### src/include/slave_defs.svh
`ifndef SLAVE_DEFS_SVH
`define SLAVE_DEFS_SVH

// memory word and address sizes
`define SLAVE_DATA_WIDTH 32
`define SLAVE_ADDR_WIDTH 8
`define SLAVE_MEM_DEPTH 256

// bits of the slave id field in the frame
`define SLAVE_ID_WIDTH 2

// extra cycles a single read waits before its first word
`define SLAVE_READ_DELAY 3

// configuration frame
`define SLAVE_START_CODE 3'b111
`define SLAVE_FRAME_BITS 15

`endif

### src/verilog/slave_ifs.sv
`timescale 1ns/1ps
`include "slave_defs.svh"


// controller side of the serial shift register
interface word_if;
    logic                          load;
    logic [`SLAVE_DATA_WIDTH-1:0]  load_word;
    logic                          shift;
    logic [`SLAVE_DATA_WIDTH-1:0]  word;
    logic                          word_done;

    modport controller (
        output load,
        output load_word,
        output shift,
        input  word,
        input  word_done
    );

    modport shifter (
        input  load,
        input  load_word,
        input  shift,
        output word,
        output word_done
    );
endinterface

### src/verilog/word_shifter.sv
`timescale 1ns/1ps
`include "slave_defs.svh"

module word_shifter (
    input  logic     clk,
    input  logic     rstN,
    input  logic     wD,
    output logic     rD,
    word_if.shifter  word
);

    localparam int dw    = `SLAVE_DATA_WIDTH;
    localparam int cnt_w = $clog2(dw) + 1;

    logic [dw-1:0]     shift_reg;
    logic [cnt_w-1:0]  bit_cnt;
    logic              done_now;

    // counter sits at dw for one cycle after the last shift
    assign done_now = bit_cnt == cnt_w'(dw);

    always_ff @(posedge clk or negedge rstN) begin
        if (!rstN) begin
            shift_reg <= '0;
            bit_cnt   <= '0;
        end else if (word.load) begin
            shift_reg <= word.load_word;
            bit_cnt   <= '0;
        end else begin
            if (word.shift) begin
                shift_reg <= {shift_reg[dw-2:0], wD};
            end
            if (done_now) begin
                // a shift here is already the next word's first bit
                bit_cnt <= word.shift ? cnt_w'(1) : '0;
            end else if (word.shift) begin
                bit_cnt <= bit_cnt + 1'b1;
            end
        end
    end

    assign word.word      = shift_reg;
    assign word.word_done = done_now;

    // read data leaves from the top, msb first
    assign rD = shift_reg[dw-1];

endmodule

### src/flat_wrapper.sv
// flat-port wrapper written by rule: the top's interface ports become plain ports
module word_shifter_flat 
  (clk, rstN, wD, rD, word_load, word_load_word, word_shift, word_word, word_word_done);
  word_if word_i ();
  input  logic clk;
  input  logic rstN;
  input  logic wD;
  output logic rD;
  input wire logic [$bits(word_i.load)-1:0] word_load;
  input wire logic [$bits(word_i.load_word)-1:0] word_load_word;
  input wire logic [$bits(word_i.shift)-1:0] word_shift;
  output wire logic [$bits(word_i.word)-1:0] word_word;
  output wire logic [$bits(word_i.word_done)-1:0] word_word_done;
  assign word_i.load = word_load;
  assign word_i.load_word = word_load_word;
  assign word_i.shift = word_shift;
  assign word_word = word_i.word;
  assign word_word_done = word_i.word_done;
  word_shifter u_core (.clk(clk), .rstN(rstN), .wD(wD), .rD(rD), .word(word_i));
endmodule
### config.mk
export PLATFORM = sky130hd
export DESIGN_NAME = word_shifter_flat
export DESIGN_NICKNAME = d
export VERILOG_FILES = /design/src/verilog/slave_ifs.sv /design/src/verilog/word_shifter.sv /design/src/flat_wrapper.sv
export VERILOG_INCLUDE_DIRS = /design/src /design/src/include
export SDC_FILE = /design/constraint.sdc
export NUM_CORES = 1
export LEC_CHECK = 0
export BUFFER_PORTS_ARGS = -buffer_cell sky130_fd_sc_hd__buf_2
export CORE_AREA = 2 2 95 51
export DETAILED_ROUTE_END_ITERATION = 16
export DIE_AREA = 0 0 97 53
export PLACE_DENSITY_LB_ADDON = 0.3
export SLEW_MARGIN = 20
export SYNTH_ARGS = -nofsm -noshare
export SYNTH_HDL_FRONTEND = slang
export SYNTH_SLANG_ARGS = --single-unit
### constraint.sdc
create_clock -name clk -period 1.25 [get_ports clk]
set_input_delay 0.0625 -clock clk [delete_from_list [all_inputs] [get_ports clk]]
set_output_delay 0.0625 -clock clk [all_outputs]
set_load 0.05 [all_outputs]
== After elaboration in Yosys (flattened, before gate mapping) ==
Index checks and enable logic that the tools add are counted.

* Bits in latches: 0
* ROM bits: 0
* Memories: 0
* Bits of input ports: 37
* Word-level logic and storage cells: 12
* Output and inout port bits: 34
* RAM bits: 0
* Register bits: 38

* $mul: 0
* Multiplexer cells: 6
* Equal/unequal tests: 1
* Reductions and logical operators: 2
* Order comparisons: 0
* $add $sub $neg: 1
* Div/mod/pow operators: 0
* Shift operators: 0
* Bitwise logic cells: 0

{| class="wikitable"
|+ Operator list
! cell !! count
|-
| $mux W32 || 2
|-
| $mux W6 || 3
|-
| $add A6 B1 Y6 const B || 1
|-
| $eq A6 B6 Y1 const B || 1
|-
| $reduce_bool A3 Y1 || 1
|-
| $reduce_bool A2 Y1 || 1
|-
| $mux W1 || 1
|}

== Logic depth before layout (Yosys ltp) ==
Gate-level depths: netlist of run 1.

* Word-level depth: 4
* Mapped depth: 5
* Mapped depth without buffers: 5

== Least setup slack after synthesis of run 1 ==
No wires, ideal clock.

* Kind: register -> register
* Start: register u_core.bit_cnt[0]
* End: register u_core.bit_cnt[2]
* Path slack: -0.537 ns
* Required time: 1.080 ns
* Period minus slack after synthesis: 1.787 ns
* Library setup time: 0.170 ns
* Buffers on the path: 0
* Cell stages (with the launch flop): 6
* Arrival time: 1.617 ns
* Cell sequence: dfrtp_1 inv_1 ha_1 nand2_1 nor2b_1 nor3_1

* Elaborated cells between the ends (all ways): 6
* Those cells by class: 1 x add/sub; 1 x eq/ne; 3 x mux; 1 x reduce/logical

{| class="wikitable"
|+ RTL lines
! item !! line !! text
|-
| start: declaration || word_shifter.sv:16 || <nowiki>logic [cnt_w-1:0] bit_cnt;</nowiki>
|-
| start signal: assignment || word_shifter.sv:35 || <nowiki>bit_cnt <= word.shift ? cnt_w'(1) : '0;</nowiki>
|-
| start signal: assignment || word_shifter.sv:37 || <nowiki>bit_cnt <= bit_cnt + 1'b1;</nowiki>
|-
| $eq A6 B6 Y1 * || word_shifter.sv:20 || <nowiki>assign done_now = bit_cnt == cnt_w'(dw);</nowiki>
|-
| via word_word_done || flat_wrapper.sv:13 || <nowiki>output wire logic [$bits(word_i.word_done)-1:0] word_word_done;</nowiki>
|-
| $mux W6 || word_shifter.sv:33 || <nowiki>if (done_now) begin</nowiki>
|-
| $mux W6 || word_shifter.sv:26 || <nowiki>end else if (word.load) begin</nowiki>
|}

The timed path passes the listed nets; every way through them passes the cells marked *. The select of a mux whose other input is x is not followed.
A chain may end at the register's enable or synchronous reset.

== Worst setup path in the final report of run 1 ==
* Start: register u_core.bit_cnt[4]
* End: output word_word_done

* Cells in the longest elaborated chain, start to end: 1

{| class="wikitable"
|+ RTL lines
! item !! line
|-
| $eq A6 B6 Y1 || word_shifter.sv:20
|-
| end: declaration || flat_wrapper.sv:13
|}

Every way passes these cells.

==> results of run 1 <==
[registers in the layout, summed over array words and instances (netlist names)]
register and count:
u_core.word.word 32, u_core.bit_cnt 6
[cells in the final DEF (no fill, tap or decap), types with 4 or more instances in the layout]
cell           Yosys  layout
buf_4              2      18
o21ai_0           21      21
nand2_1           36      35
dlygate4sd3_1      0      29
buf_6              3       4
buf_2              2      69
o21ai_1           12      12
clkbuf_8           0       5
mux2i_1           32      32
dfrtp_1           38      38
[cell families after synthesis]
| kind of cell | Yosys count | share of synthesized area, % |
|---|---|---|
| compound gates | 35 | 10.1 |
| xor+xnor | 3 | 1.42 |
| fa+ha+maj | 2 | 1.35 |
| buf+inv | 16 | 5.00 |
| flops | 38 | 51.4 |
| mux | 32 | 17.3 |
| simple gates | 52 | 13.5 |
[timing repair]
item                       CTS  global route
buffers inserted             4             2
resized for setup            4             4
setup endpoints to repair    5             6
hold endpoints to repair    45             0
hold buffers                29             0
pin swaps                    2             2
[worst min-delay path: stages]
cell and delay [ns]:
buf_2 0.08, nand2_1 0.04, o21ai_1 0.06
[per-stage QoR]
stage,setup TNS [ns],hold WS [ns],instance area (µm²),util (%)
2_1_floorplan,-0.134,-0.233,1890,-
3_3_place_gp,-0.0913,0.0288,2360,55.2
3_5_place_dp,-0.299,0.0316,2360,55.2
4_1_cts,-0.618,0.000504,2830,66.2
5_1_grt,-1.18,0.00566,2860,67.0
6_report,-0.836,0.00117,2860,67.0
[per-layer routing]
layer  vias up  track usage [%]
met5         -                0
met4         0             7.28
met3        11             5.55
met2        63             29.1
met1       772             25.7
li1        851                -
[worst min-delay path by stage]
stage,startpoint,end,slack (ns),cells after the start
final,word_load_word[28],u_core.word.word[28],0.001,3
after global routing,word_load_word[0],u_core.word.word[0],0.006,3
after floorplan,rstN,u_core.bit_cnt[0],-0.23,0
after CTS,word_load_word[0],u_core.word.word[0],0.0005,3
after detailed placement,rstN,u_core.word.word[23],0.03,1
after global placement,rstN,u_core.word.word[22],0.03,1
[report_power, final]
group	switching, W	internal (W)
Combinational	0.000651	0.000325
Clock	0.000446	0.000799
Sequential	0.0000947	0.00134
Total	0.00119	0.00247
[area by class of cell]
| cell class | count | area (µm²) | share of cell area [%] |
|---|---|---|---|
| repair buffers | 121 | 836 | 29.2 |
| multi-input cells | 124 | 857 | 29.9 |
| flip-flops and latches | 38 | 951 | 33.2 |
| clock inverters | 3 | 68.8 | 2.40 |
| well taps | 57 | 71.3 | 2.49 |
| inverters | 3 | 11.3 | 0.393 |
| clock buffers | 5 | 68.8 | 2.40 |
==> impl_metrics.tcl, run 1 <==
set metrics [dict create \
    cp.required_ns 1.19 \
    r2r-start "u_core.bit_cnt[4]" \
    die_h_um 53 \
    syn-instance-count 178 \
    wl_met2_mm 2.02 \
    worstSetupPathType "reg2out" \
    ys_warn_count 0 \
    leakage_nw 1.46 \
    crit_chain "nor3_2 -> buf_4 -> nor2b_4 -> buf_6" \
    rrSetupSlack_ns -0.17 \
    critPathTopFamily "flip-flops" \
    worst_pin_slew_ns 0.521 \
    vias 1697 \
    antenna_left 0 \
    cp_slowest_cell "dfrtp_1" \
    layout.nets 332 \
    cts_root_buffer "clkbuf_8" \
    synth.top_cells.by_area "dfrtp_1, mux2i_1, nand2_1" \
    fill_cells 332 \
    finalHoldViolations 0 \
    setup_violations 6 \
    rsz0062_at_grt "true" \
    reg2regPathDepth 4 \
    first_pass_iters 4 \
    yosysUniqueCellTypes 27 \
    cp_max_fo 3 \
    grt_max_degree 60 \
    crit_path_end_kind "output pin" \
    drtIter0Drc 67 \
    cts_sinks 38 \
    n_antenna_cell 0 \
    setup_slack_ns -0.198 \
    cts_tree "done" \
    drc 0 \
    r2r_end "u_core.bit_cnt[0]" \
    core-area_um2 4280 \
    path_depth 4 \
    grt_pass1_vias 1596 \
    io_pins 71 \
    antenna_found_initial 0 \
    wl_met1_mm 2.35 \
    grt_pass1_wl_mm 7.49 \
    dp_hpwl_mm 3.12 \
    grt.total_usage_pct 19.0 \
    cp_num_buf_inv 2 \
    dp_cells 308 \
    finClkSkew_ns 0.0104 \
    report.final.slew_viol_count 0 \
    syn_area_per_cell_um2 10.4 \
    place_ws_ns -0.162 \
    yosys.cell_count.top_type "dfrtp_1" \
    violations "negative setup slack" \
    cts_buffers 5 \
    synth_common_cells "dfrtp_1, nand2_1, mux2i_1, o21ai_0, o21ai_1" \
    die-area_um2 5140 \
    syn_area_um2 1850 \
    startpoint_type "flop" \
    grt_overflow 0 \
    max_slew_margin_pct 65.2 \
    drt-wirelength-per-cell_um 13.5 \
    worstPathArrival_ns 1.39 \
    status "finished with violations" \
    synth_seq_area_share_pct 51.4 \
    via_per_inst 4.83 \
    hold_path.class "in2reg" \
    top_layer_used "met4" \
    peakVddDrop_mv 0.657 \
    portBuffers 70 \
    start_util_pct 43.3 \
    met3WireLength_um 282 \
    area_delta_synth_final_pct 54.7 \
    stdcell_count 351 \
    synth_ff_type "dfrtp_1" \
    die-width_um 97 \
    finalWirelength_mm 4.73 \
    syn-num-nets 217 \
    row_count 17 \
    clockBufferDepth 2 \
    period_share_pct 116 \
    drv_cap 0 \
    yosys.area.top_type "dfrtp_1" \
    drive_above_1_share_pct 37.8 \
    synth_seq_cells 38 \
    critPathMaxStageDelay_ns 0.39 \
    p_per_area_nw_per_um2 1280 \
    synth_edf_count 0 \
    htree_levels 2 \
    startpoint "u_core.bit_cnt[4]" \
    finalCriticalPeriod_ns 1.45 \
    fin_total_pwr_w 0.00366 \
    fmax_ghz 0.691 \
    insertion_delay_ns 0.29 \
    crit_end "word_word_done" \
    clk_pin_slew_worst_paths_ns 0.08 \
    gp_congestion 0.759 \
    async_reset_ff_share_pct 100 \
    synth_top_cell_area_share_pct 51.4 \
]
No activity file was read; power rests on OpenSTA's default activity.
==> run 2: changes to the inputs <==
--- a/config.mk
+++ b/config.mk
@@ -7,9 +7,10 @@
 export NUM_CORES = 1
 export LEC_CHECK = 0
 export BUFFER_PORTS_ARGS = -buffer_cell sky130_fd_sc_hd__buf_2
-export CORE_AREA = 2 2 95 51
+export CAP_MARGIN = 20
+export CORE_AREA = 2 2 91 49
 export DETAILED_ROUTE_END_ITERATION = 16
-export DIE_AREA = 0 0 97 53
+export DIE_AREA = 0 0 93 51
 export PLACE_DENSITY_LB_ADDON = 0.3
 export SLEW_MARGIN = 20
 export SYNTH_ARGS = -nofsm -noshare
==> constraint.sdc (replaced) <==
create_clock -name clk -period 1.5 [get_ports clk]
set_input_delay 0.075 -clock clk [delete_from_list [all_inputs] [get_ports clk]]
set_output_delay 0.075 -clock clk [all_outputs]
set_load 0.05 [all_outputs]
==> run 2 against run 1 <==
Compared with the run above:
- the run now ends clean
- register-to-register slack gained 0.22 ns
- combinational power is 23% lower
- setup slack better by 0.23 ns
- die area is 7.7% lower
- sequential power shrank 17%
- power fell by 27%
- critical path depth is 2 higher
- flip-flop and latch count stayed put
- clock skew decreased by 0.0071 ns
- first-iteration DRC count up 36%
- global-route usage down 0.14 points
- critical endpoint unchanged
- largest cell class unchanged
==> impl_metrics.tcl, run 2 (synthesis results as in run 1) <==
set metrics [dict create \
    drive_above_1_share_pct 36.0 \
    fill_cells 361 \
    cp_max_fo 3 \
    grt_pass1_wl_mm 6.95 \
    cts_root_buffer "clkbuf_8" \
    rsz0062_at_grt "true" \
    period_share_pct 97.9 \
    grt_max_degree 47 \
    pwr-share-comb_pct 28.3 \
    n_antenna_cell 0 \
    whs_ns 0.00405 \
    peakVddDrop_mv 0.713 \
    core-area_um2 4080 \
    drt-wirelength-per-cell_um 13.2 \
    cp_slowest_cell "dfrtp_1" \
    worst_pin_slew_ns 0.410 \
    insertion_delay_ns 0.28 \
    worstPathArrival_ns 1.39 \
    clk_pin_slew_worst_paths_ns 0.07 \
    crit_path_end_kind "output pin" \
    setup_violations 0 \
    drv_cap 0 \
    r2r-start "u_core.bit_cnt[1]" \
    grt.total_usage_pct 18.8 \
    cts_sinks 38 \
    antenna_left 0 \
    p_per_area_nw_per_um2 1070 \
    portBuffers 70 \
    area_delta_synth_final_pct 34.3 \
    finalWirelength_mm 4.19 \
    cts_buffers 5 \
    final_cell_mix "buf_2, dfrtp_1, nand2_1" \
    grt_overflow 0 \
    hp-start "word_load_word[24]" \
    status "completed" \
    stdcell_count 318 \
    cts_tree "done" \
    finClkSkew_ns 0.00334 \
    p_seq_share_pct 44.9 \
    critPathMaxStageDelay_ns 0.39 \
    drtIter0Drc 91 \
    placed_area_um2 2270 \
    report.final.slew_viol_count 0 \
    antenna_found_initial 0 \
    htree_levels 2 \
    fmax_ghz 0.681 \
    clockBufferDepth 2 \
    startpoint_type "flop" \
    io_pins 71 \
    finalCriticalPeriod_ns 1.47 \
    die-width_um 93 \
    layout_commonest_cell "buf_2" \
    dp_hpwl_mm 2.83 \
    crit_chain "inv_1 -> ha_4 -> nand2_2 -> buf_6 -> nor2b_4 -> buf_6" \
    vias 1570 \
    die-area_um2 4740 \
    grt_pass1_vias 1457 \
    cp.required_ns 1.42 \
    finalHoldViolations 0 \
    hold_path.class "in2reg" \
    drc 0 \
    p_int_w 0.00172 \
    layout.nets 299 \
    worstSetupPathType "reg2out" \
    max_slew_margin_pct 72.7 \
    via_per_inst 4.94 \
    row_count 17 \
    startpoint "u_core.bit_cnt[1]" \
    switchingPower_w 0.000945 \
    final_area_um2 2490 \
    cpMostUsedCell "buf_6" \
    start_util_pct 45.3 \
    leakage_nw 1.28 \
    swShare_pct 35.5 \
    die_h_um 51 \
    largest_reg_flops 32 \
    p_clk_share_pct 26.8 \
    dp_cells 300 \
    first_pass_iters 4 \
    gp_congestion 0.823 \
]
-- run 2: cell count changes in the layout (fill, tap and decap cells not counted), moves of 2 or more --
cell and change:
nor3_2 -2, buf_4 -9, dlygate4sd3_1 -22, buf_6 -2, bufinv_16 -2
-- run 2: critical path, delay by kind of cell (launching register included) --
| kind | cells | cell delay, ns |
|---|---|---|
| flip-flops | 1 | 0.39 |
| buffers and inverters | 3 | 0.40 |
| adder cells (fa/ha/maj) | 1 | 0.13 |
| AND/OR/NAND/NOR | 2 | 0.18 |
-- run 2: worst paths after layout --
kind                                   endpoint  slack (ns)  cells after the start
min in group asynchronous  u_core.word.word[20]        0.29                      3
max                              word_word_done        0.03                      6
min                        u_core.word.word[24]       0.004                      3
min reg2reg                 u_core.word.word[3]        0.58                      2
max in group asynchronous  u_core.word.word[29]        1.02                      3
max reg2reg                   u_core.bit_cnt[0]        0.05                      5
-- run 2: metal layers --
layer	GRT usage, %	up-vias	part of all wire [%]	wire (µm)
met5	0	-	0	0
met4	5.15	0	0.33	14
met3	4.42	2	5.7	238
met2	28.1	48	44	1830
met1	27.7	739	50	2110
li1	-	781	-	-
-- run 2: repair_timing --
item                       4_1_cts  5_1_grt
hold buffers                     7        0
hold endpoints to repair        44        0
resized for setup                5        4
setup endpoints to repair        2        2
buffers inserted                 2        1
-- run 2: layout make-up --
type | instances | area, µm² | area share [%]
Sequential cell | 38 | 951 | 38.2
Inverter | 3 | 11.3 | 0.453
Tap cell | 57 | 71.3 | 2.87
Clock buffer | 7 | 86.3 | 3.47
Multi-Input combinational cell | 124 | 837 | 33.7
Timing Repair Buffer | 88 | 526 | 21.1
Clock inverter | 1 | 5.00 | 0.201
-- run 2: power by group through the flow --
stage / sequential [W] / combinational [W] / clock (W)
global placement: 0.00121 / 0.000717 / 0
finish: 0.00120 / 0.000752 / 0.000714
floorplan: 0.00152 / 0.000206 / 0
detailed placement: 0.00121 / 0.000722 / 0
global route: 0.00121 / 0.000807 / 0.000789
CTS: 0.00119 / 0.000746 / 0.000730
-- run 2: stage by stage --
step / setup TNS (ns) / utilization [%] / power (W) / setup WS, ns
floorplan: 0 / - / 0.00173 / 0.0264
global placement: 0 / 55.5 / 0.00193 / 0.0691
detailed placement: -0.000609 / 55.5 / 0.00194 / -0.000609
CTS: 0 / 60.2 / 0.00267 / 0.00308
global route: -0.0575 / 60.9 / 0.00281 / -0.0356
finish: 0 / 60.9 / 0.00266 / 0.0320
==> run 3: changes to the inputs <==
--- a/config.mk
+++ b/config.mk
@@ -6,7 +6,7 @@
 export SDC_FILE = /design/constraint.sdc
 export NUM_CORES = 1
 export LEC_CHECK = 0
-export BUFFER_PORTS_ARGS = -buffer_cell sky130_fd_sc_hd__buf_2
+export BUFFER_PORTS_ARGS = -buffer_cell sky130_fd_sc_hd__clkbuf_2
 export CAP_MARGIN = 20
 export CORE_AREA = 2 2 91 49
 export DETAILED_ROUTE_END_ITERATION = 16
==> run 3 against run 2 <==
Compared with the run above:
- flip-flop and latch count is the same
- clock power shrank 11%
- clock-buffer cell count is the same
- design area grew 0.20%
- core utilization grew 0.12 points
- die area is the same
- largest cell class unchanged
==> impl_metrics.tcl, run 3 (synthesis results as in run 1) <==
set metrics [dict create \
    status "completed" \
    cp_slowest_cell "dfrtp_2" \
    grtUsageMet3_pct 4.28 \
    critPathMaxStageDelay_ns 0.44 \
    antenna_found_initial 0 \
    fmax_ghz 0.687 \
    drc 0 \
    worstSetupPathType "reg2out" \
    cts_sinks 38 \
    drt-wirelength-per-cell_um 13.0 \
    die-area_um2 4740 \
    layout_commonest_cell "clkbuf_2" \
    core-area_um2 4080 \
    clockBufferDepth 2 \
    grt_pass1_wl_mm 6.47 \
    startpoint "u_core.bit_cnt[2]" \
    leakage_nw 1.29 \
    io_pins 71 \
    stdcell_count 317 \
    finalHoldViolations 0 \
    report.final.slew_viol_count 0 \
    htree_levels 2 \
    finalCriticalPeriod_ns 1.46 \
    grt.total_usage_pct 18.0 \
    portBuffers 70 \
    reg2regPathDepth 3 \
    cp_max_fo 5 \
    grt_overflow 0 \
    vias 1520 \
    crit_path_end_kind "output pin" \
    gp_congestion 0.818 \
    grt_max_degree 71 \
    finClkSkew_ns 0.00410 \
    period_share_pct 97.1 \
    final_cell_mix "clkbuf_2, dfrtp_1, nand2_1" \
    rsz0062_at_grt "false" \
    peakVddDrop_mv 0.526 \
    clk_pin_slew_worst_paths_ns 0.07 \
    dp_cells 298 \
    hold_end "u_core.word.word[13]" \
    max_slew_margin_pct 67.2 \
    r2r_end "u_core.bit_cnt[0]" \
    dp_hpwl_mm 2.82 \
    hp-start "word_load_word[13]" \
    whs_path_depth 3 \
    place_ws_ns -0.00729 \
    row_count 17 \
    largest_reg_flops 32 \
    n_antenna_cell 0 \
    antenna_left 0 \
    p_per_area_nw_per_um2 1040 \
    fill_cells 365 \
    r2r-start "u_core.bit_cnt[2]" \
    hold_path.class "in2reg" \
    cts_root_buffer "clkbuf_8" \
    drtIter0Drc 67 \
    die-width_um 93 \
    cp.required_ns 1.42 \
    grt-busiest-layer "met1" \
    insertion_delay_ns 0.28 \
    setup_slack_ns 0.0438 \
    drive_above_1_share_pct 36.5 \
    use_met2_pct 21.9 \
    first_pass_iters 4 \
    setup_violations 0 \
    cts_tree "done" \
    use_met1_pct 29.4 \
    worstPathArrival_ns 1.38 \
    layout.nets 299 \
    via_per_inst 4.79 \
    area_delta_synth_final_pct 34.6 \
    crit_chain "nor3_4 -> nor2b_4 -> buf_8" \
    die_h_um 51 \
    startpoint_type "flop" \
    cts_buffers 5 \
    finalWirelength_mm 4.13 \
    worst_pin_slew_ns 0.492 \
    start_util_pct 45.3 \
    drv_cap 0 \
    fin_util_pct 61.0 \
    rrSetupSlack_ns 0.09 \
    grt_pass1_vias 1284 \
]
[run 3: what timing repair did]
action,4_1_cts,5_1_grt
endpoints found under the setup margin,2,2
pin swaps,0,2
resized for setup,7,6
gates cloned,0,0
hold buffers,7,0
endpoints found under the hold margin,23,0
buffers inserted,3,3
[run 3: worst max-delay path by stage]
stage          depth (start not counted)  slack, ns                 to
2_1_floorplan                          5       0.03  u_core.bit_cnt[2]
3_3_place_gp                           5       0.07  u_core.bit_cnt[0]
3_5_place_dp                           5     -0.007  u_core.bit_cnt[0]
4_1_cts                                5       0.03  u_core.bit_cnt[0]
5_1_grt                                3      0.006     word_word_done
6_report                               3       0.04     word_word_done
[run 3: through the flow]
stage          hold slack [ns]  setup TNS, ns  total power (W)  cell area [µm²]
2_1_floorplan           -0.221              0          0.00173             1850
3_3_place_gp            0.0587              0          0.00193             2260
3_5_place_dp            0.0600       -0.00729          0.00194             2260
4_1_cts               0.000528              0          0.00261             2450
5_1_grt                 0.0129              0          0.00274             2490
6_report               0.00754              0          0.00259             2490
[run 3: cell type report]
cell class / count / area [µm²] / share of cell area [%]
Inverter: 3 / 11.3 / 0.452
Tap cell: 57 / 71.3 / 2.86
Timing Repair Buffer: 88 / 538 / 21.6
Multi-Input combinational cell: 124 / 842 / 33.8
Clock buffer: 7 / 76.3 / 3.06
Sequential cell: 38 / 953 / 38.3
[run 3: per-layer routing]
metal / vias up / share of wire [%]
met5: - / 0
li1: 781 / -
met3: 5 / 6.4
met2: 57 / 39
met4: 0 / 0.75
met1: 677 / 53
[run 3: worst max-delay path, delay by kind of cell, from the launching register on]
family,cells,cell delay [ns]
AND/OR/NAND/NOR,2,0.51
flip-flops,1,0.44
buffers and inverters,1,0.16
[run 3: where the power goes]
group	leakage, nW	total, W	internal, W	switching [W]
clock network	0.0383	0.000636	0.000320	0.000316
registers	0.468	0.00120	0.00112	0.0000804
logic	0.784	0.000753	0.000226	0.000527
total	1.29	0.00259	0.00167	0.000923
