**config.mk**
```make
export PLATFORM = sky130hd
export DESIGN_NAME = transfer_ctrl_flat
export DESIGN_NICKNAME = d
export VERILOG_FILES = /design/src/verilog/bus_frame_pkg.sv /design/src/verilog/slave_state_pkg.sv /design/src/verilog/slave_ifs.sv /design/src/verilog/transfer_ctrl.sv /design/src/flat_wrapper.sv
export VERILOG_INCLUDE_DIRS = /design/src /design/src/include
export SDC_FILE = /design/constraint.sdc
export NUM_CORES = 1
export LEC_CHECK = 0
export BUFFER_PORTS_ARGS = -buffer_cell sky130_fd_sc_hd__buf_2
export CAP_MARGIN = 20
export CORE_ASPECT_RATIO = 0.6
export CORE_MARGIN = 10
export CORE_UTILIZATION = 41
export DETAILED_ROUTE_END_ITERATION = 10
export GPL_TIMING_DRIVEN = 1
export PLACE_DENSITY = 0.95
export SLEW_MARGIN = 20
export SYNTH_ARGS = -nofsm -noshare
export SYNTH_HDL_FRONTEND = slang
export SYNTH_SLANG_ARGS = --single-unit
```
**constraint.sdc**
```tcl
create_clock -name clk -period 2.55 [get_ports clk]
set_input_delay 0.3825 -clock clk [delete_from_list [all_inputs] [get_ports clk]]
set_output_delay 0.3825 -clock clk [all_outputs]
set_load 0.03 [all_outputs]
```
**src/include/slave_defs.svh**
```systemverilog
`ifndef SLAVE_DEFS_SVH
`define SLAVE_DEFS_SVH

// memory word and address sizes
`define SLAVE_DATA_WIDTH 32
`define SLAVE_ADDR_WIDTH 8
`define SLAVE_MEM_DEPTH 256

// bits of the slave id field in the frame
`define SLAVE_ID_WIDTH 2

// extra cycles a single read waits before its first word
`define SLAVE_READ_DELAY 3

// configuration frame
`define SLAVE_START_CODE 3'b111
`define SLAVE_FRAME_BITS 15

`endif

```
**src/verilog/bus_frame_pkg.sv**
```systemverilog
`include "slave_defs.svh"

package bus_frame_pkg;

    // read/write bit of the frame
    typedef enum logic {
        xfer_read  = 1'b0,
        xfer_write = 1'b1
    } xfer_dir_t;

    // frame fields in wire order, msb is sent first
    typedef struct packed {
        logic [2:0]                    start_code;
        logic [`SLAVE_ID_WIDTH-1:0]    id;
        xfer_dir_t                     dir;
        logic                          burst;
        logic [`SLAVE_ADDR_WIDTH-1:0]  address;
    } frame_fields_t;

    // shifted in through raw, decoded through fields
    typedef union packed {
        frame_fields_t                 fields;
        logic [`SLAVE_FRAME_BITS-1:0]  raw;
    } frame_word_t;

endpackage

```
**src/verilog/slave_state_pkg.sv**
```systemverilog
package slave_state_pkg;

    // transfer controller states
    typedef enum logic [2:0] {
        idle,
        write_bits,
        write_store,
        read_wait,
        read_bits,
        read_fetch
    } ctrl_state_t;

endpackage

```
**src/verilog/slave_ifs.sv**
```systemverilog
`timescale 1ns/1ps
`include "slave_defs.svh"

// accepted frame, from receiver to controller
interface frame_if;
    logic                          accept;
    bus_frame_pkg::xfer_dir_t      dir;
    logic                          burst;
    logic [`SLAVE_ADDR_WIDTH-1:0]  address;
    // controller not idle, receiver stops listening
    logic                          busy;

    modport receiver (
        output accept,
        output dir,
        output burst,
        output address,
        input  busy
    );

    modport controller (
        input  accept,
        input  dir,
        input  burst,
        input  address,
        output busy
    );
endinterface

// controller side of the serial shift register
interface word_if;
    logic                          load;
    logic [`SLAVE_DATA_WIDTH-1:0]  load_word;
    logic                          shift;
    logic [`SLAVE_DATA_WIDTH-1:0]  word;
    logic                          word_done;

    modport controller (
        output load,
        output load_word,
        output shift,
        input  word,
        input  word_done
    );

    modport shifter (
        input  load,
        input  load_word,
        input  shift,
        output word,
        output word_done
    );
endinterface

```
**src/verilog/transfer_ctrl.sv**
```systemverilog
`timescale 1ns/1ps
`include "slave_defs.svh"

module transfer_ctrl (
    input  logic                          clk,
    input  logic                          rstN,
    input  logic                          valid,
    input  logic                          last,
    output logic                          ready,
    frame_if.controller                   frame,
    word_if.controller                    word,
    output logic                          mem_we,
    output logic [`SLAVE_ADDR_WIDTH-1:0]  mem_waddr,
    output logic [`SLAVE_ADDR_WIDTH-1:0]  mem_raddr,
    output logic [`SLAVE_DATA_WIDTH-1:0]  mem_wdata,
    input  logic [`SLAVE_DATA_WIDTH-1:0]  mem_rdata
);

    // also covers the two fetch cycles of a burst read
    localparam int delay_cnt_w = $clog2(`SLAVE_READ_DELAY + 2);

    slave_state_pkg::ctrl_state_t  state;
    logic                          burst_q;
    logic                          last_q;
    logic [`SLAVE_ADDR_WIDTH-1:0]  addr_q;
    logic [delay_cnt_w-1:0]        delay_cnt;
    logic                          fetch_now;
    logic                          burst_more;
    logic                          bits_state;

    assign bits_state = (state == slave_state_pkg::write_bits) ||
                        (state == slave_state_pkg::read_bits);

    // last seen with the word's final bit ends the burst
    assign burst_more = burst_q && !last_q;

    // memory data is valid in these cycles
    assign fetch_now =
        ((state == slave_state_pkg::read_wait) &&
         (delay_cnt == delay_cnt_w'(`SLAVE_READ_DELAY))) ||
        ((state == slave_state_pkg::read_fetch) && (delay_cnt == delay_cnt_w'(1)));

    always_comb begin
        case (state)
            slave_state_pkg::write_store: ready = 1'b0;
            slave_state_pkg::read_wait:   ready = 1'b0;
            slave_state_pkg::read_fetch:  ready = 1'b0;
            // rD no longer holds data once the word is out
            slave_state_pkg::read_bits:   ready = !word.word_done;
            default:                      ready = 1'b1;
        endcase
    end

    assign word.shift     = valid && ready && bits_state;
    // a new frame also restarts the bit counter
    assign word.load      = fetch_now || ((state == slave_state_pkg::idle) && frame.accept);
    assign word.load_word = mem_rdata;

    // write lands as soon as the word is complete
    assign mem_we    = (state == slave_state_pkg::write_bits) && word.word_done;
    assign mem_waddr = addr_q;
    assign mem_wdata = word.word;
    // start the read on the accept edge so delay 0 also works
    assign mem_raddr = (state == slave_state_pkg::idle) ? frame.address : addr_q;

    assign frame.busy = state != slave_state_pkg::idle;

    always_ff @(posedge clk or negedge rstN) begin
        if (!rstN) begin
            state     <= slave_state_pkg::idle;
            burst_q   <= 1'b0;
            last_q    <= 1'b0;
            addr_q    <= '0;
            delay_cnt <= '0;
        end else begin
            // the final bit of each word leaves its last value here
            if (word.shift && !word.word_done) begin
                last_q <= last;
            end

            case (state)
                slave_state_pkg::idle: begin
                    if (frame.accept) begin
                        burst_q   <= frame.burst;
                        addr_q    <= frame.address;
                        delay_cnt <= '0;
                        if (frame.dir == bus_frame_pkg::xfer_write) begin
                            state <= slave_state_pkg::write_bits;
                        end else begin
                            state <= slave_state_pkg::read_wait;
                        end
                    end
                end
                slave_state_pkg::write_bits: begin
                    if (word.word_done) begin
                        state <= slave_state_pkg::write_store;
                    end
                end
                slave_state_pkg::write_store: begin
                    if (burst_more) begin
                        addr_q <= addr_q + 1'b1;
                        state  <= slave_state_pkg::write_bits;
                    end else begin
                        state <= slave_state_pkg::idle;
                    end
                end
                slave_state_pkg::read_wait: begin
                    delay_cnt <= delay_cnt + 1'b1;
                    if (fetch_now) begin
                        state <= slave_state_pkg::read_bits;
                    end
                end
                slave_state_pkg::read_bits: begin
                    if (word.word_done) begin
                        if (burst_more) begin
                            addr_q    <= addr_q + 1'b1;
                            delay_cnt <= '0;
                            state     <= slave_state_pkg::read_fetch;
                        end else begin
                            state <= slave_state_pkg::idle;
                        end
                    end
                end
                slave_state_pkg::read_fetch: begin
                    // one cycle for the new address, one for the data
                    delay_cnt <= delay_cnt + 1'b1;
                    if (fetch_now) begin
                        state <= slave_state_pkg::read_bits;
                    end
                end
                default: state <= slave_state_pkg::idle;
            endcase
        end
    end

endmodule

```
**src/flat_wrapper.sv**
```systemverilog
// flat-port wrapper written by rule: the top's interface ports become plain ports
module transfer_ctrl_flat 
  (clk, rstN, valid, last, ready, mem_we, mem_waddr, mem_raddr, mem_wdata, mem_rdata, frame_accept, frame_dir, frame_burst, frame_address, frame_busy, word_load, word_load_word, word_shift, word_word, word_word_done);
  frame_if frame_i ();
  word_if word_i ();
  input  logic clk;
  input  logic rstN;
  input  logic valid;
  input  logic last;
  output logic ready;
  output logic mem_we;
  output logic [`SLAVE_ADDR_WIDTH-1:0] mem_waddr;
  output logic [`SLAVE_ADDR_WIDTH-1:0] mem_raddr;
  output logic [`SLAVE_DATA_WIDTH-1:0] mem_wdata;
  input  logic [`SLAVE_DATA_WIDTH-1:0] mem_rdata;
  input wire logic [$bits(frame_i.accept)-1:0] frame_accept;
  input wire logic [$bits(frame_i.dir)-1:0] frame_dir;
  input wire logic [$bits(frame_i.burst)-1:0] frame_burst;
  input wire logic [$bits(frame_i.address)-1:0] frame_address;
  output wire logic [$bits(frame_i.busy)-1:0] frame_busy;
  output wire logic [$bits(word_i.load)-1:0] word_load;
  output wire logic [$bits(word_i.load_word)-1:0] word_load_word;
  output wire logic [$bits(word_i.shift)-1:0] word_shift;
  input wire logic [$bits(word_i.word)-1:0] word_word;
  input wire logic [$bits(word_i.word_done)-1:0] word_word_done;
  assign frame_i.accept = frame_accept;
  assign frame_i.dir = frame_dir;
  assign frame_i.burst = frame_burst;
  assign frame_i.address = frame_address;
  assign frame_busy = frame_i.busy;
  assign word_load = word_i.load;
  assign word_load_word = word_i.load_word;
  assign word_shift = word_i.shift;
  assign word_i.word = word_word;
  assign word_i.word_done = word_word_done;
  transfer_ctrl u_core (.clk(clk), .rstN(rstN), .valid(valid), .last(last), .ready(ready), .frame(frame_i), .word(word_i), .mem_we(mem_we), .mem_waddr(mem_waddr), .mem_raddr(mem_raddr), .mem_wdata(mem_wdata), .mem_rdata(mem_rdata));
endmodule
```
# After elaboration in Yosys (flattened, before gate mapping)
# Index checks and enable logic that the tools add are counted.
# Widths: inputs -> output; s select.
word_totals:
  out_inout_bits: 85
  regBits: 16
  wordCells: 60
  input_bits: 80
classes:
  muxes: 18
  eq_ne: 12
  reduce_logical: 23
  n_addsub: 2
ops:
  columns: ["cell", "count"]
  rows:
  - ["$mux 8", 4]
  - ["$mux 3", 8]
  - ["$pmux 8 s3", 1]
  - ["$pmux 3 s5", 1]
  - ["$eq 3x2->1 const B", 3]
  - ["$pmux 3 s3", 1]
  - ["$reduce_bool 3->1", 3]
  - ["$add 8x1->8 const B", 1]
  - ["$logic_and 1x1->1", 8]
  - ["$reduce_and 4->1", 2]
  - ["$eq 3x1->1 const B", 2]
  - ["$eq 3x3->1 const B", 2]
  - ["$ne 2x2->1 const B", 3]
  - ["$ne 2x1->1 const B", 2]
  - ["$add 3x1->3 const B", 1]
  - ["$logic_not 3->1", 1]
  - ["$logic_or 1x1->1", 3]
  - ["$reduce_and 3->1", 1]
  - ["$reduce_or 3->1", 1]
  - ["$logic_not 1->1", 2]
  - ["$mux 2", 1]
  - ["$pmux 1 s2", 1]
  - ["$reduce_and 2->1", 1]
  - ["$reduce_or 2->1", 1]
  - ["$mux 1", 1]

# Longest topological paths before layout
# Gate-level depths: netlist of the first run.
depth:
  ltp_word: 6
  mapped_depth: 6
  mapped_depth_nobuf: 6

# Worst setup path before layout of the first run
# Ideal clock, no wire load.
synth_timing:
  kind: "register -> output"
  from: "reg u_core.state[1]"
  to: "out mem_we"
  path_buffers: 2
  t_arrival_ns: 1.804
  path_slack_ns: 0.364
  path_stages_with_launch: 4
  t_required_ns: 2.168
  cell_sequence: "dfrtp_1 buf_4 buf_2 nor4b_1"
synth_between:
  elab_chain_cells: 2
synth_lines:
  columns: ["item", "line", "source"]
  rows:
  - ["from (decl)", "transfer_ctrl.sv:22", "slave_state_pkg::ctrl_state_t state;"]
  - ["from (signal assigned)", "transfer_ctrl.sv:70", "state <= slave_state_pkg::idle;"]
  - ["from (signal assigned)", "transfer_ctrl.sv:88", "state <= slave_state_pkg::write_bits;"]
  - ["from (signal assigned)", "transfer_ctrl.sv:90", "state <= slave_state_pkg::read_wait;"]
  - ["$eq 3x1->1", "transfer_ctrl.sv:60", "assign mem_we = (state == slave_state_pkg::write_bits) && word.word_done;"]
  - ["$logic_and 1x1->1", "transfer_ctrl.sv:60", null]
  - ["to (decl)", "flat_wrapper.sv:11", "output logic mem_we;"]
# Every way passes these cells.

# Worst setup path after layout of the first run
layout_timing:
  from: "reg u_core.state[0]"
  to: "out mem_raddr[0]"
layout_between:
  elab_chain_cells: 2
layout_lines:
  columns: ["item", "line", "source"]
  rows:
  - ["$logic_not 3->1", "transfer_ctrl.sv:64", "assign mem_raddr = (state == slave_state_pkg::idle) ? frame.address : addr_q;"]
  - ["$mux 8", "transfer_ctrl.sv:64", null]
  - ["to (decl)", "flat_wrapper.sv:13", "output logic [`SLAVE_ADDR_WIDTH-1:0] mem_raddr;"]
# Every way passes these cells.

==> summary.md, run 1 <==
| Metric | Value |
|---|---|
| Outcome | completed |
| Startpoint class of the critical path | flop |
| H-Tree Depth | 1 |
| Worst Path Required | 2.17 ns |
| Post-CTS Hold Fix Bufs | 0 |
| Vias in the first global route | 1,229 |
| Num rows | 18 |
| First drt pass iteration count | 4 |
| Full die area | 0.00744 mm2 |
| R2R Setup Slk | 0.60 ns |
| Internal power | 1.06 mW |
| Tot GR Track Use | 0.107 |
| Largest net degree at the start of global routing | 19 |
| Clock power share | 0.087 |
| Sequential area share after synthesis | 0.226 |
| Worst-path clk slew | 0.07 ns |
| Antenna Nets Post-Route | 0 |
| Critical path endpoint category | primary output |
| Distinct cell type count after synthesis | 51 |
| MaxCap Viol Count | 0 |
| Via Count | 1,269 |
| Slew margin rel. | 0.488 |
| WL final | 3.93 mm |
| CTS buffer count | 3 |
| Vias per Instance | 5.57 |
| Type of the worst setup path | flop to primary output |
| Final setup fails | 0 |
| Clock Latency Late Sink | 0.26 ns |
| Share of layout cells above drive strength 1 | 0.363 |
| Power Density | 1470 mW/mm2 |
| Setup_tns | 0 ns |
| Reg2Reg Depth | 4 |
| Mapped Area | 0.00177 mm2 |
| Die Height | 71.0 um |
| WP data arrival | 1.86 ns |
| FMAX | 446 MHz |
| Hold WC Path Type | input pin to async pin |
| GPL Wtd Cong | 0.818 |
| Combinational power share | 0.676 |
| Ports | 165 |
| GRT Residual Overflow | 0 |
| Layout area overhead | -11.6% |
| DRC viols | 0 |
| First-pass GRT wire length | 6.50 mm |
| Leakage power figure | 0.675 nW |
| # resized after CTS | 0 |
| Post-DP Area | 0.00153 mm2 |
| Initial Util | 0.428 |
| Most common cell after layout, fill and taps aside | buf_2 |
| Routed len/inst | 17.2 um |
| Worst VDD drop | 0.362 mV |
| Clock Tree Buf Depth | 2 |
| # Post-CTS Setup Buffers | 0 |
| P_sw | 1.24 mW |
| CTS Root Cell | clkbuf_8 |
| Final Hold Vio Count | 0 |
| Design area | 0.00157 mm2 |
| Die Wd | 105 um |
| TritonCTS clock tree | done |
| Crit Path Max Fanout | 18 |
| Syn Nets | 282 |
| Most frequent cells in the layout | 36 x buf_2, 16 x dfrtp_1 |
| Final min period | 2.24 ns |
| Synth warn | 0 |
| RSZ-0062 raised after global routing | false |
| RR Endpoint | u_core.mem_waddr[5]$_DFFE_PN0P_ |
| Switching power share of the total | 0.539 |
| Initial antenna violation count | 0 |
| Non-Filler Instances | 228 |
| Crit path to | mem_raddr[0] |
| Initial DRC Count | 132 |
| Worst Skew | 0.00226 ns |
| Number of nets in the layout | 255 |
| Synth Register Bits | 16 |
| Crit share post-route | 0.878 |
| # diodes | 0 |
| Avg Cell Area, Syn | 9.01 um2 |
| Dpl cells | 225 |
| Flop pwr share | 0.238 |
| Core area | 0.00414 mm2 |
| Gate count after technology mapping | 197 |
| Max-slew violations | 0 |
| Reg-to-reg startpoint | u_core.state[2]$_DFFE_PN0P_ |
| Actual slew at the worst max-slew pin | 0.765 ns |
| IO Port Bufs | 36 |
| Clk sinks | 16 |
| Detailed Place HPWL | 3.04 mm |
| Worst Setup SP | u_core.state[0]$_DFFE_PN0P_ |
[per-stage QoR]
step	total power, mW	hold slack [ns]	utilization	setup slack, ns
after floorplan	1.92	0.0869	-	0.364
after global placement	2.06	0.326	0.368	0.612
after detailed placement	2.12	0.335	0.368	0.570
after CTS	2.32	0.0573	0.378	0.290
after global routing	2.49	0.0573	0.378	0.159
final	2.31	0.0363	0.378	0.310
[area by class of cell]
| class | count | area (um2) |
|---|---|---|
| sequential | 16 | 400 |
| clock buffer | 3 | 41.3 |
| timing repair buffer | 39 | 203 |
| fill | 430 | 2580 |
| tap | 60 | 75.1 |
| inverter | 6 | 22.5 |
| multi-input combinational | 104 | 826 |
[worst max-delay path, stage by stage (launching register included)]
cell	delay [ns]
dfrtp_1	0.58
nor3_1	0.26
buf_4	0.23
mux2_2	0.35
buf_2	0.18
[how the worst min path moves through the flow]
| stage | endpoint | slack, ns |
|---|---|---|
| 2_1_floorplan | u_core.burst_q$_DFFE_PN0P_ | 0.09 |
| 3_3_place_gp | u_core.state[1]$_DFFE_PN0P_ | 0.33 |
| 3_5_place_dp | u_core.mem_waddr[5]$_DFFE_PN0P_ | 0.33 |
| 4_1_cts | u_core.delay_cnt[2]$_DFFE_PN0P_ | 0.06 |
| 5_1_grt | u_core.delay_cnt[2]$_DFFE_PN0P_ | 0.06 |
| 6_report | u_core.mem_waddr[5]$_DFFE_PN0P_ | 0.04 |
[power by group through the flow]
| stage | Combinational (mW) | Clock, mW | Sequential (mW) |
|---|---|---|---|
| global route | 1.69 | 0.221 | 0.582 |
| finish | 1.56 | 0.200 | 0.549 |
| CTS | 1.57 | 0.203 | 0.546 |
| detailed placement | 1.57 | 0 | 0.550 |
| floorplan | 1.33 | 0 | 0.593 |
| global placement | 1.53 | 0 | 0.535 |
[registers in the layout, summed over array words and instances (netlist names)]
| signal | cells |
|---|---|
| u_core.mem_waddr | 8 |
| u_core.delay_cnt | 3 |
| u_core.state | 3 |
| u_core.burst_q | 1 |
| u_core.last_q | 1 |
[per-layer routing]
metal  vias to the layer above  part of all wire  wire [um]  global-route usage
met3                         9              0.12        479              0.0624
met1                       603              0.42       1670               0.127
met5                         -                 0          0                   0
li1                        570                 -          -                   -
met4                         0             0.022         85              0.0606
met2                        87              0.43       1700               0.146
[cells in the mapped netlist (all sizes together)]
cell / n / area, um2
xnor2: 2 / 25.0
nand2: 8 / 30.0
and2: 1 / 6.26
and3b: 2 / 18.8
nand3b: 1 / 7.51
dfrtp: 16 / 400
nor3b: 2 / 26.3
o2bb2ai: 8 / 70.1
o22ai: 3 / 25.0
a21o: 1 / 7.51
and4: 1 / 8.76
o211ai: 2 / 15.0
o21a: 2 / 15.0
nor2b: 2 / 12.5
nand2b: 4 / 27.5
mux2: 10 / 116
inv: 6 / 22.5
o21ai: 7 / 46.3
maj3: 1 / 10.0
a2bb2oi: 1 / 8.76
a22oi: 1 / 7.51
and2b: 1 / 7.51
a21oi: 9 / 56.3
clkbuf: 1 / 3.75
o311ai: 1 / 8.76
nor4b: 2 / 17.5
o221ai: 3 / 26.3
ha: 5 / 62.6
nor3: 4 / 20.0
a31oi: 1 / 6.26
buf: 70 / 522
o41ai: 1 / 16.3
nand3: 6 / 35.0
xor2: 1 / 27.5
o21bai: 1 / 7.51
or4: 1 / 7.51
nand4b: 1 / 8.76
o31ai: 1 / 7.51
nor2: 7 / 26.3
[kinds of logic after synthesis]
family | synth area share
muxes | 0.0656
AOI/OAI and AO/OA | 0.183
and+or+nand+nor | 0.147
DFF | 0.226
adders and majority gates | 0.0409
buffers and inverters | 0.309
xor gates and xnor gates | 0.0296
Power figures use the tool's default switching activity.
==> inputs of run 2 (changes only) <==
--- a/config.mk
+++ b/config.mk
@@ -6,14 +6,15 @@
 export SDC_FILE = /design/constraint.sdc
 export NUM_CORES = 1
 export LEC_CHECK = 0
-export BUFFER_PORTS_ARGS = -buffer_cell sky130_fd_sc_hd__buf_2
 export CAP_MARGIN = 20
 export CORE_ASPECT_RATIO = 0.6
 export CORE_MARGIN = 10
-export CORE_UTILIZATION = 41
+export CORE_UTILIZATION = 60
+export CTS_BUF_LIST = sky130_fd_sc_hd__clkbuf_8 sky130_fd_sc_hd__clkbuf_16
 export DETAILED_ROUTE_END_ITERATION = 10
+export DONT_BUFFER_PORTS = 1
 export GPL_TIMING_DRIVEN = 1
-export PLACE_DENSITY = 0.95
+export PLACE_DENSITY = 0.77
 export SLEW_MARGIN = 20
 export SYNTH_ARGS = -nofsm -noshare
 export SYNTH_HDL_FRONTEND = slang
==> run 2 against run 1 <==
- sequential power up 17%
- clock power up 16%
- design area down 8.5%
- global-route usage up 2.3 points
- fmax up 6.3%
- critical path depth unchanged
- cell count down 20%
- wire length down 1.2%
- hold slack better by 0.22 ns
- worst setup slack better by 0.13 ns
- sequential share of layout area up 2.4 points
- combinational power down 13%
- critical path type unchanged
==> summary.md, run 2 (synthesis gave the netlist of run 1 again) <==
| Metric | Value |
|---|---|
| Outcome | completed |
| Initial antenna violation count | 0 (unchanged) |
| FMAX | 475 MHz (+6.3%) |
| Critical path endpoint category | primary output |
| Actual slew at the worst max-slew pin | 0.750 ns (-0.0147 ns) |
| WP data arrival | 1.72 ns (-0.14 ns) |
| Crit share post-route | 0.826 (-0.0524) |
| Final Hold Vio Count | 0 (unchanged) |
| Die Height | 62.1 um (-12%) |
| Max-slew violations | 0 (unchanged) |
| Worst path cell trace | buf_4 > nor3_1 > buf_4 > mux2_2 |
| Most common cell after layout, fill and taps aside | dfrtp_1 |
| Final Util | 0.503 (+0.124) |
| Layout area overhead | -19.2% |
| Initial DRC Count | 86 (-35%) |
| Worst VDD drop | 0.418 mV (+15%) |
| Busiest grt layer | met2 |
| Buf/Inv on CP | 2 (unchanged) |
| Delay-heaviest family, CP | buffers and inverters |
| Core area | 0.00285 mm2 (-31%) |
| Number of nets in the layout | 226 (-11%) |
| MaxCap Viol Count | 0 (unchanged) |
| CP most frequent cell | buf_4 |
| Crit Path Max Fanout | 18 (unchanged) |
| Setup WS pre-CTS | 0.735 ns (+0.164 ns) |
| CTS Root Cell | clkbuf_8 |
| Fin worst setup slack | 0.444 ns (+0.134 ns) |
| WL final | 3.88 mm (-1.2%) |
| Tot GR Track Use | 0.130 (+0.0235) |
| Initial Util | 0.622 (+0.194) |
| CTS buffer count | 3 (unchanged) |
| Slowest cell delay on critical path | 0.44 ns (-0.14 ns) |
| Detailed Place HPWL | 2.99 mm (-1.6%) |
| GPL Wtd Cong | 0.830 (+1.5%) |
| Die Wd | 90.2 um (-14%) |
| RSZ-0062 raised after global routing | false |
| GR Util met2 | 0.193 (+0.0472) |
| Routed len/inst | 21.3 um (+24%) |
| Total chip power | 2.24 mW (-3.0%) |
| Clk sinks | 16 (unchanged) |
| Vias in the first global route | 1,106 (-10%) |
| H-Tree Depth | 1 (unchanged) |
| Clock Latency Late Sink | 0.26 ns (about the same) |
| Max reg flops | 8 (unchanged) |
| Worst-path clk slew | 0.07 ns (about the same) |
| # diodes | 0 (unchanged) |
| Vias per Instance | 6.34 (+14%) |
| Hold slack | 0.259 ns (+0.223 ns) |
| Post-DP Area | 0.00137 mm2 (-10%) |
| Final min period | 2.11 ns (-0.134 ns) |
| First drt pass iteration count | 4 (unchanged) |
| Largest net degree at the start of global routing | 19 (unchanged) |
| Clock Tree Buf Depth | 2 (unchanged) |
| Power Density | 1560 mW/mm2 (+6.0%) |
| TritonCTS clock tree | done |
| Via Count | 1,153 (-9.1%) |
| Setup_tns | 0 ns (unchanged) |
| Antenna Nets Post-Route | 0 (unchanged) |
| DRC viols | 0 (unchanged) |
| Dpl cells | 177 (-21%) |
| Ports | 165 (unchanged) |
| GRT Residual Overflow | 0 (unchanged) |
| Hold WC Path Type | input pin to flop |
| Num rows | 15 (-3) |
| Most frequent cells in the layout | 16 x dfrtp_1, 9 x buf_4 |
| First-pass GRT wire length | 5.98 mm (-8.0%) |
| M3 GR Usage | 0.0612 (-0.00124) |
| Non-Filler Instances | 182 (-20%) |
| CP max stage cell | mux2_2 |
| # Post-CTS Setup Buffers | 0 (unchanged) |
| Leakage power figure | 0.567 nW (-16%) |
| Worst Skew | 0.00396 ns (+0.00170 ns) |
| Design area | 0.00143 mm2 (-8.5%) |
| Slew margin rel. | 0.499 (+0.0107) |
| Share of layout cells above drive strength 1 | 0.229 (-0.135) |
| Met1 Use GR | 0.134 (+0.00718) |
| Startpoint class of the critical path | flop |
| Type of the worst setup path | flop to primary output |
| IO Port Bufs | 0 (-100%) |
| Worst Path Required | 2.17 ns (about the same) |
| Final setup fails | 0 (unchanged) |
| Full die area | 0.00560 mm2 (-25%) |
[run 2: repair_timing]
| item | in CTS | in global routing |
|---|---|---|
| endpoints found under the hold margin | 16 | 0 |
| resized for setup | 0 | 0 |
| hold buffers | 1 | 0 |
[run 2: layout make-up]
type                    instances  area (um2)
fillers                       274        1420
clock buffers                   4        55.1
repair buffers                 10        77.6
inverters                       6        22.5
flip-flops and latches         16         400
multi-input cells             104         826
well taps                      42        52.6
[run 2: power breakdown]
part	total (mW)	leakage [nW]	internal (mW)	switching [mW]
registers	0.642	0.199	0.368	0.274
clock network	0.233	0.0288	0.137	0.0961
logic	1.36	0.339	0.533	0.831
[run 2: path summary, 6_finish.rpt]
| check | start | end | slack (ns) | cells past startpoint |
|---|---|---|---|---|
| worst min register to register | u_core.delay_cnt[2]$_DFFE_PN0P_ | u_core.delay_cnt[2]$_DFFE_PN0P_ | 0.51 | 1 |
| worst max register to register | u_core.state[2]$_DFFE_PN0P_ | u_core.mem_waddr[5]$_DFFE_PN0P_ | 0.72 | 4 |
| worst max-delay path | u_core.state[1]$_DFFE_PN0P_ | mem_raddr[5] | 0.44 | 4 |
| min in group asynchronous | rstN | u_core.mem_waddr[7]$_DFFE_PN0P_ | 0.63 | 1 |
| max in group asynchronous | rstN | u_core.last_q$_DFFE_PN0P_ | 1.44 | 1 |
| worst min-delay path | last | u_core.last_q$_DFFE_PN0P_ | 0.26 | 1 |
[run 2: worst reg2reg max path: stages, from the launching register on]
cell and delay, ns:
dfrtp_1 0.53, buf_4 0.26, xnor2_2 0.53, o221ai_1 0.24, o2bb2ai_1 0.16
[run 2: metal layers]
metal	vias up	wire, um
li1	519	-
met1	522	1380
met2	68	1790
met3	44	430
met4	0	287
met5	-	0
